==> src/pwmPkg.sv <==
`default_nettype none

package pwmPkg;

	// --------------------
	// peripheral geometry
	// --------------------
	localparam int deviceCount = 4;
	localparam int outputsPerDevice = 4;
	localparam int compareWidth = 16;  // period and compare values.
	localparam int prescaleWidth = 32;

	// --------------------
	// peripheral bus
	// --------------------
	localparam int busAddrWidth = 24;
	localparam int busDataWidth = 32;
	localparam int localAddrWidth = 16;  // bits above this hold the peripheral ID.

	// local address fields.
	localparam int deviceFieldLsb = 8;
	localparam int deviceFieldWidth = 4;
	localparam int regFieldLsb = 2;

	typedef logic [busDataWidth-1:0] busData_t;
	typedef logic [busAddrWidth-1:0] busAddr_t;
	typedef logic [busDataWidth/8-1:0] byteSel_t;

	// register index within one device, taken from local address bits 4:2.
	typedef enum logic [2:0] {
		regEnable = 3'd0,
		regPrescale = 3'd1,
		regTop = 3'd2,
		regCompare0 = 3'd3,
		regCompare1 = 3'd4,
		regCompare2 = 3'd5,
		regCompare3 = 3'd6
	} regIndex_t;

	// returned on the bus when no device claims the read.
	localparam busData_t readDefault = '1;

endpackage

`default_nettype wire

==> src/pwmRegIf.sv <==
`timescale 1ns/1ps
`default_nettype none

interface pwmRegIf;
	import pwmPkg::*;

	logic select;  // address hits this device and a valid register.
	logic write;
	logic read;
	regIndex_t regIndex;
	byteSel_t byteSelect;
	busData_t dataWrite;
	busData_t dataRead;
	logic requestOutput;  // device claims the current read.

	modport decode (
		output select,
		output write,
		output read,
		output regIndex,
		output byteSelect,
		output dataWrite
	);

	modport device (
		input select,
		input write,
		input read,
		input regIndex,
		input byteSelect,
		input dataWrite,
		output dataRead,
		output requestOutput
	);

	// read-back view used by the bus read path.
	modport mux (
		input dataRead,
		input requestOutput
	);

endinterface

`default_nettype wire

==> src/pwmDevice.sv <==
`timescale 1ns/1ps
`default_nettype none

module pwmDevice (
	input wire clk,
	input wire arstN,
	pwmRegIf.device regPort,
	output logic [pwmPkg::outputsPerDevice-1:0] pwmEn,
	output logic [pwmPkg::outputsPerDevice-1:0] pwmOut
);
	import pwmPkg::*;

	logic [outputsPerDevice-1:0] enableReg;
	logic [prescaleWidth-1:0] prescaleReg;
	logic [compareWidth-1:0] topReg;
	logic [compareWidth-1:0] compareReg [outputsPerDevice];

	logic [prescaleWidth-1:0] prescaleCount;
	logic [compareWidth-1:0] periodCount;
	logic restart;

	busData_t currentValue;
	busData_t mergedWrite;

	// --------------------
	// register access
	// --------------------
	always_comb begin
		case (regPort.regIndex)
			regEnable: currentValue = busData_t'(enableReg);
			regPrescale: currentValue = busData_t'(prescaleReg);
			regTop: currentValue = busData_t'(topReg);
			regCompare0: currentValue = busData_t'(compareReg[0]);
			regCompare1: currentValue = busData_t'(compareReg[1]);
			regCompare2: currentValue = busData_t'(compareReg[2]);
			regCompare3: currentValue = busData_t'(compareReg[3]);
			default: currentValue = '0;
		endcase
	end

	// unselected bytes keep what the register already holds.
	always_comb begin
		for (int b = 0; b < $bits(byteSel_t); b++) begin
			mergedWrite[b*8 +: 8] = regPort.byteSelect[b] ?
				regPort.dataWrite[b*8 +: 8] : currentValue[b*8 +: 8];
		end
	end

	always_ff @(posedge clk or negedge arstN) begin
		if (!arstN) begin
			enableReg <= '0;
			prescaleReg <= '0;
			topReg <= '0;
			for (int k = 0; k < outputsPerDevice; k++) begin
				compareReg[k] <= '0;
			end
		end else if (regPort.write) begin
			case (regPort.regIndex)
				regEnable: enableReg <= mergedWrite[outputsPerDevice-1:0];
				regPrescale: prescaleReg <= mergedWrite[prescaleWidth-1:0];
				regTop: topReg <= mergedWrite[compareWidth-1:0];
				regCompare0: compareReg[0] <= mergedWrite[compareWidth-1:0];
				regCompare1: compareReg[1] <= mergedWrite[compareWidth-1:0];
				regCompare2: compareReg[2] <= mergedWrite[compareWidth-1:0];
				regCompare3: compareReg[3] <= mergedWrite[compareWidth-1:0];
				default: ;
			endcase
		end
	end

	assign regPort.dataRead = currentValue;
	assign regPort.requestOutput = regPort.select & regPort.read;

	// --------------------
	// counters
	// --------------------
	// a new prescale or top value starts a fresh period.
	assign restart = regPort.write &&
		(regPort.regIndex == regPrescale || regPort.regIndex == regTop);

	always_ff @(posedge clk or negedge arstN) begin
		if (!arstN) begin
			prescaleCount <= '0;
			periodCount <= '0;
		end else if (restart) begin
			prescaleCount <= '0;
			periodCount <= '0;
		end else if (prescaleCount >= prescaleReg) begin
			prescaleCount <= '0;
			if (periodCount >= topReg) begin
				periodCount <= '0;
			end else begin
				periodCount <= periodCount + 1'b1;
			end
		end else begin
			prescaleCount <= prescaleCount + 1'b1;
		end
	end

	always_ff @(posedge clk or negedge arstN) begin
		if (!arstN) begin
			pwmOut <= '0;
		end else begin
			for (int k = 0; k < outputsPerDevice; k++) begin
				pwmOut[k] <= enableReg[k] && (periodCount < compareReg[k]);
			end
		end
	end

	assign pwmEn = enableReg;

	// a restart keeps both counters inside the new limits.
	assert property (@(posedge clk) disable iff (!arstN) prescaleCount <= prescaleReg)
		else $error("pwmDevice: prescale counter beyond its limit");

	assert property (@(posedge clk) disable iff (!arstN) periodCount <= topReg)
		else $error("pwmDevice: period counter beyond its limit");

endmodule

`default_nettype wire

==> src/flat_wrapper.sv <==
// flat-port wrapper written by rule: the top's interface ports become plain ports
module pwmDevice_flat import pwmPkg::*;
  (clk, arstN, pwmEn, pwmOut, regPort_select, regPort_write, regPort_read, regPort_regIndex, regPort_byteSelect, regPort_dataWrite, regPort_dataRead, regPort_requestOutput);
  pwmRegIf regPort_i ();
  input wire clk;
  input wire arstN;
  output logic [pwmPkg::outputsPerDevice-1:0] pwmEn;
  output logic [pwmPkg::outputsPerDevice-1:0] pwmOut;
  input wire logic [$bits(regPort_i.select)-1:0] regPort_select;
  input wire logic [$bits(regPort_i.write)-1:0] regPort_write;
  input wire logic [$bits(regPort_i.read)-1:0] regPort_read;
  input wire logic [$bits(regPort_i.regIndex)-1:0] regPort_regIndex;
  input wire logic [$bits(regPort_i.byteSelect)-1:0] regPort_byteSelect;
  input wire logic [$bits(regPort_i.dataWrite)-1:0] regPort_dataWrite;
  output wire logic [$bits(regPort_i.dataRead)-1:0] regPort_dataRead;
  output wire logic [$bits(regPort_i.requestOutput)-1:0] regPort_requestOutput;
  assign regPort_i.select = regPort_select;
  assign regPort_i.write = regPort_write;
  assign regPort_i.read = regPort_read;
  assign regPort_i.regIndex = regPort_regIndex;
  assign regPort_i.byteSelect = regPort_byteSelect;
  assign regPort_i.dataWrite = regPort_dataWrite;
  assign regPort_dataRead = regPort_i.dataRead;
  assign regPort_requestOutput = regPort_i.requestOutput;
  pwmDevice u_core (.clk(clk), .arstN(arstN), .regPort(regPort_i), .pwmEn(pwmEn), .pwmOut(pwmOut));
endmodule
==> config.mk <==
export PLATFORM = sky130hd
export DESIGN_NAME = pwmDevice_flat
export DESIGN_NICKNAME = d
export VERILOG_FILES = /design/src/pwmPkg.sv /design/src/pwmRegIf.sv /design/src/pwmDevice.sv /design/src/flat_wrapper.sv
export SDC_FILE = /design/constraint.sdc
export NUM_CORES = 1
export LEC_CHECK = 0
export BUFFER_PORTS_ARGS = -buffer_cell sky130_fd_sc_hd__buf_4
export CAP_MARGIN = 0
export CORE_UTILIZATION = 55
export DETAILED_ROUTE_END_ITERATION = 6
export PLACE_DENSITY = 0.72
export SETUP_SLACK_MARGIN = 0.5
export SKIP_CTS_REPAIR_TIMING = 1
export SLEW_MARGIN = 20
export SYNTH_ARGS = -nofsm -noshare
export SYNTH_HDL_FRONTEND = slang
export SYNTH_SLANG_ARGS = --single-unit
==> constraint.sdc <==
create_clock -name clk -period 3.09 [get_ports clk]
set_input_delay 0.309 -clock clk [delete_from_list [all_inputs] [get_ports clk]]
set_output_delay 0.309 -clock clk [all_outputs]
set_load 0.02 [all_outputs]
; ---- After elaboration in Yosys (flattened, before gate mapping)
; Cells that the tools add are included.
[op_classes]
add_sub_neg = 2
n_lt_le_gt_ge = 6
n_eq_ne = 6
n_mux = 10
bitwise = 1
n_reduce_logical = 15
[op_table]
columns = operator, count
row1 = 32-bit one-hot mux with 7 select lines, 1
row2 = 16-bit < comparator, 4
row3 = 32-bit 2-to-1 mux, 2
row4 = 16-bit 2-to-1 mux, 3
row5 = "32-bit by 1-bit adder with 32-bit output, second input constant", 1
row6 = 32-bit greater-or-equal comparator, 1
row7 = 8-bit 2-to-1 mux, 4
row8 = "16-bit by 1-bit adder with 16-bit output, second input constant", 1
row9 = 16-bit greater-or-equal comparator, 1
row10 = 2-bit AND reduction, 7
row11 = "3-bit == test, second input constant", 3
row12 = "3-bit by 2-bit == test with 1-bit output, second input constant", 2
row13 = 1-bit logical AND, 5
row14 = "3-bit by 1-bit == test with 1-bit output, second input constant", 1
row15 = 3-bit logical NOT, 1
row16 = 2-bit nonzero test, 1
row17 = 1-bit AND, 1
row18 = 1-bit logical OR, 1
[totals]
ff_bits = 168
inputBits = 44
output_inout_bits = 41
wordCells = 50

; ---- Depth between registers and ports, before layout
[logic_depth]
ltp_word = 4
mapped_depth = 12
mapped_depth_nobuf = 9

; ---- Worst setup path before layout
; No wires, ideal clock.
[synth_timing]
path_type = reg-to-reg
start = reg u_core.periodCount[9]
end = reg u_core.periodCount[6]
setup_time_ns = 0.141
arrival_ns = 2.343
t_required_ns = 2.949
path_slack_ns = 0.606
stages_incl_launch_ff = 10
n_path_buf = 1
synth_period_minus_slack_ns = 2.484
path_cell_list = dfrtp_1 -> ha_1 -> a21oi_1 -> o21ai_0 -> a211oi_1 -> o31ai_1 -> buf_2 -> nor2_1 -> o31ai_1 -> o31ai_4
[synth_via]
elab_chain_len = 4
[synth_lines]
columns = item, line_no
row1 = from (decl), pwmDevice.sv:19  ; logic [compareWidth-1:0] periodCount;
row2 = from (signal assigned), pwmDevice.sv:93  ; periodCount <= periodCount + 1'b1;
row3 = 16-bit greater-or-equal comparator, pwmDevice.sv:90  ; if (periodCount >= topReg) begin
row4 = 16-bit 2-to-1 mux, pwmDevice.sv:90
row5 = 16-bit 2-to-1 mux, pwmDevice.sv:88  ; end else if (prescaleCount >= prescaleReg) begin
row6 = 16-bit 2-to-1 mux, pwmDevice.sv:85  ; end else if (restart) begin
; No other way between the ends. The select of a mux whose other input is x is not followed.
; A chain may end at the register's enable or synchronous reset.

; ---- Worst setup path after layout
[layout_timing]
start = reg u_core.prescaleCount[10]
end = reg u_core.periodCount[13]
[layout_via]
elab_chain_len = 2
[layout_lines]
columns = item, line_no
row1 = from (decl), pwmDevice.sv:18  ; logic [prescaleWidth-1:0] prescaleCount;
row2 = from (signal assigned), pwmDevice.sv:96  ; prescaleCount <= prescaleCount + 1'b1;
row3 = 32-bit greater-or-equal comparator, pwmDevice.sv:88
row4 = 2-bit nonzero test (no line), --
; No other way between the ends.

==> run_results.csv <==
group,metric,value,unit
clock_tree,cts_root_buf,"clkbuf_16",
synthesis,synth_flop_cell,"dfrtp_1",
critical_path,path_class,"flip-flop to flip-flop",
sta,finalHoldViolations,0,
clock_tree,clock_latency,450,ps
cells_and_area,final_util,0.671,
sta,fmax,389,MHz
global_route,first_global_vias,8411,
placed_design,dp_hpwl,21000,um
sta,finalCriticalPeriod,2570,ps
clock_tree,cts.path.max_buffers,2,
floorplan,start_util,0.567,
critical_path,cp_max_fo,8,
cells_and_area,area_growth,18.3,%
sta,tns,0,ps
synthesis,synth_fp_nets,1306,
cells_and_area,nets,1414,
route,routed-via-count,8875,
synthesis,synth_edf_count,0,
placed_design,pre_cts_ws,376,ps
floorplan,die_w,139,um
critical_path,cp.arrival,2930,ps
cells_and_area,layout-drive-gt1-share,0.168,
critical_path,cp_num_cells,9,
sta,finalSetupViolCount,0,
route,wirelength,29000,um
placed_design,place_congestion,0.928,
synthesis,syn_inst,1152,
synthesis,ys_seq_area_frac,0.407,
sta,relSlewSlack,0.404,
floorplan,rows,49,
worst_hold_path,whs_path_depth,2,
synthesis,yosys_warnings,0,
route,wl_per_cell,19.3,um
power,p_per_area,584,nW/um^2
critical_path,reg2regPathDepth,9,
clock_tree,numCtsBuffers,17,
route,drt-pass1-iter-count,7,
synthesis,avgSynthCellArea,8.96,um^2
flow_run,max_cap_viol_count,0,
sta,rsz0062_at_grt,"yes",
outcome,outcome,"complete, but fails checks",
critical_path,worst_path_dominant_cell_family,"simple AND/OR/NAND/NOR gates",
clock_tree,h-tree-depth,4,
clock_tree,cts_sinks,168,
critical_path,cp_cell_sequence,"ha_1 > nand2_1 > nor3_2 > and3_1 > o211ai_1 > and4b_2 > or3_4 > buf_12 > o31ai_2",
cells_and_area,antennaDiodeCount,0,
sta,fin_skew,9.25,ps
global_route,grt_max_degree,69,
synthesis,syn_area,10300,um^2
power,leakage,6.07,nW
sta,worstMarginPinSlew,893,ps
critical_path,end_kind,"flip-flop",
critical_path,slowest_delay,460,ps
cells_and_area,fin_cells,1502,
power,total_power,0.00714,W
global_route,gr-total-overflow,0,
global_route,antenna_found_initial,0,
floorplan,io_pins,85,
route,drt_iter0_markers,828,
critical_path,worst_ep_required_time,3450,ps
synthesis,synthArstFlopShare,1.00,
floorplan,core,18200,um^2
global_route,track_usage,0.309,
route,via_per_inst,5.91,
sta,setup_slack,520,ps
synthesis,ys_ff_latch,168,
floorplan,die_h,139,um
placed_design,dp.cells,1458,
critical_path,worst_setup_path_start_kind,"flip-flop",
clock_tree,cts_tree,"built",
global_route,grt_first_pass_wirelength,45700,um
route,drc,15,
floorplan,die_area,19300,um^2
critical_path,crit_buf_inv,1,
route,postRouteAntennaNets,0,
worst_hold_path,min_path_type,"input pin to flip-flop",
critical_path,crit_path_top_delay_cell,"dfrtp_2",
clock_tree,clk_pin_slew,70,ps
placed_design,io_buffers,84,
sta,period_share,0.832,
outcome,violations,"design-rule violations",
synthesis,synthDistinctLibCells,57,
sta,slew_violations,0,
power,irDropWorstVdd,0.000427,V
synthesized netlist by cell type, types with 11 or more instances:
| cell | n | area share |
|---|---|---|
| and2_1 | 19 | 0.012 |
| dfrtp_1 | 168 | 0.41 |
| nand2_1 | 144 | 0.052 |
| xor2_1 | 21 | 0.018 |
| nand2b_1 | 11 | 0.0067 |
| mux2i_1 | 28 | 0.027 |
| nand3_1 | 22 | 0.011 |
| o21ai_0 | 136 | 0.066 |
| a211oi_1 | 15 | 0.011 |
| o31ai_1 | 21 | 0.015 |
| a21oi_1 | 39 | 0.019 |
| mux2_2 | 17 | 0.019 |
| inv_1 | 113 | 0.041 |
| nor2_1 | 85 | 0.031 |
| clkbuf_1 | 33 | 0.012 |
| ha_1 | 110 | 0.13 |
| a21o_1 | 12 | 0.0087 |
| nand4_1 | 18 | 0.011 |
| nor3_1 | 11 | 0.0053 |
| and3_1 | 16 | 0.0097 |
final timing paths:
| check | from | to | slack, ps |
|---|---|---|---|
| worst max-delay path | u_core.prescaleCount[10] | u_core.periodCount[13] | 520 |
| worst min-delay path | regPort_dataWrite[19] | u_core.prescaleReg[19] | 90 |
| worst max register to register | u_core.prescaleCount[10] | u_core.periodCount[13] | 520 |
| worst min register to register | u_core.prescaleReg[6] | u_core.prescaleReg[6] | 490 |
| max in group asynchronous | arstN | u_core.prescaleReg[10] | 1820 |
| min in group asynchronous | arstN | u_core.compareReg[36] | 430 |
where the power goes:
| part | switching, W | total (W) | internal (W) | leakage (nW) |
|---|---|---|---|---|
| Combinational | 0.00114 | 0.00194 | 0.000805 | 3.59 |
| Sequential | 0.000409 | 0.00300 | 0.00259 | 2.19 |
| Clock | 0.000975 | 0.00219 | 0.00121 | 0.287 |
| Total | 0.00252 | 0.00714 | 0.00461 | 6.07 |
sequential cells by signal (all words and copies together), names as in the netlist:
register	cells
u_core.pwmEn	4
u_core.periodCount	16
u_core.compareReg	64
u_core.prescaleReg	32
u_core.topReg	16
u_core.prescaleCount	32
u_core.pwmOut	4
cell families (layout without fill, tap and decap cells):
kind of cell    Yosys count  count (layout)  share of synthesized area
compound gates          290             290                      0.174
fa+ha+maj               110             110                      0.133
mux                      45              45                     0.0457
flops                   168             168                      0.407
xor+xnor                 30              30                     0.0255
buf+inv                 160             281                     0.0610
simple gates            349             349                      0.154
metal layers:
layer,up-vias,share of wire,global-route usage
met4,0,0.030,0.112
met5,-,0,0
met3,67,0.076,0.0584
met1,4227,0.43,0.427
li1,4225,-,-
met2,356,0.46,0.485
layout make-up:
cell class                      instances  area [um^2]
Tap cell                              229          287
Inverter                              114          428
Clock buffer                           18          429
Sequential cell                       168         4210
Multi-Input combinational cell        824         5630
Timing Repair Buffer                  135         1060
Clock inverter                         14          166
Fill cell                            1484         6000
placed cells by master (no fill, tap or decap), drive strengths merged, types with 3 or more instances in the layout:
cell	n
dfrtp	168
nand2	144
o21ai	144
buf	133
inv	118
ha	110
nor2	85
a21oi	40
mux2i	28
o31ai	23
nand3	22
xor2	21
and2	20
clkbuf	19
nand4	18
mux2	17
and3	16
a211oi	16
a21o	12
nand2b	11
nor3	11
a221oi	10
o21a	10
xnor2	9
nor2b	7
a22oi	6
clkinv	6
a22o	4
a31oi	4
a21boi	4
or3	4
a221o	3
o221ai	3
and4	3
a2111oi	3
per-stage QoR:
step                cell area, um^2  hold WS (ps)
floorplan                     10300          13.4
global placement              11400           349
detailed placement            11400           356
CTS                           12000          -113
global route                  12200          87.9
finish                        12200          89.9
No activity file was read; power rests on OpenSTA's default activity.
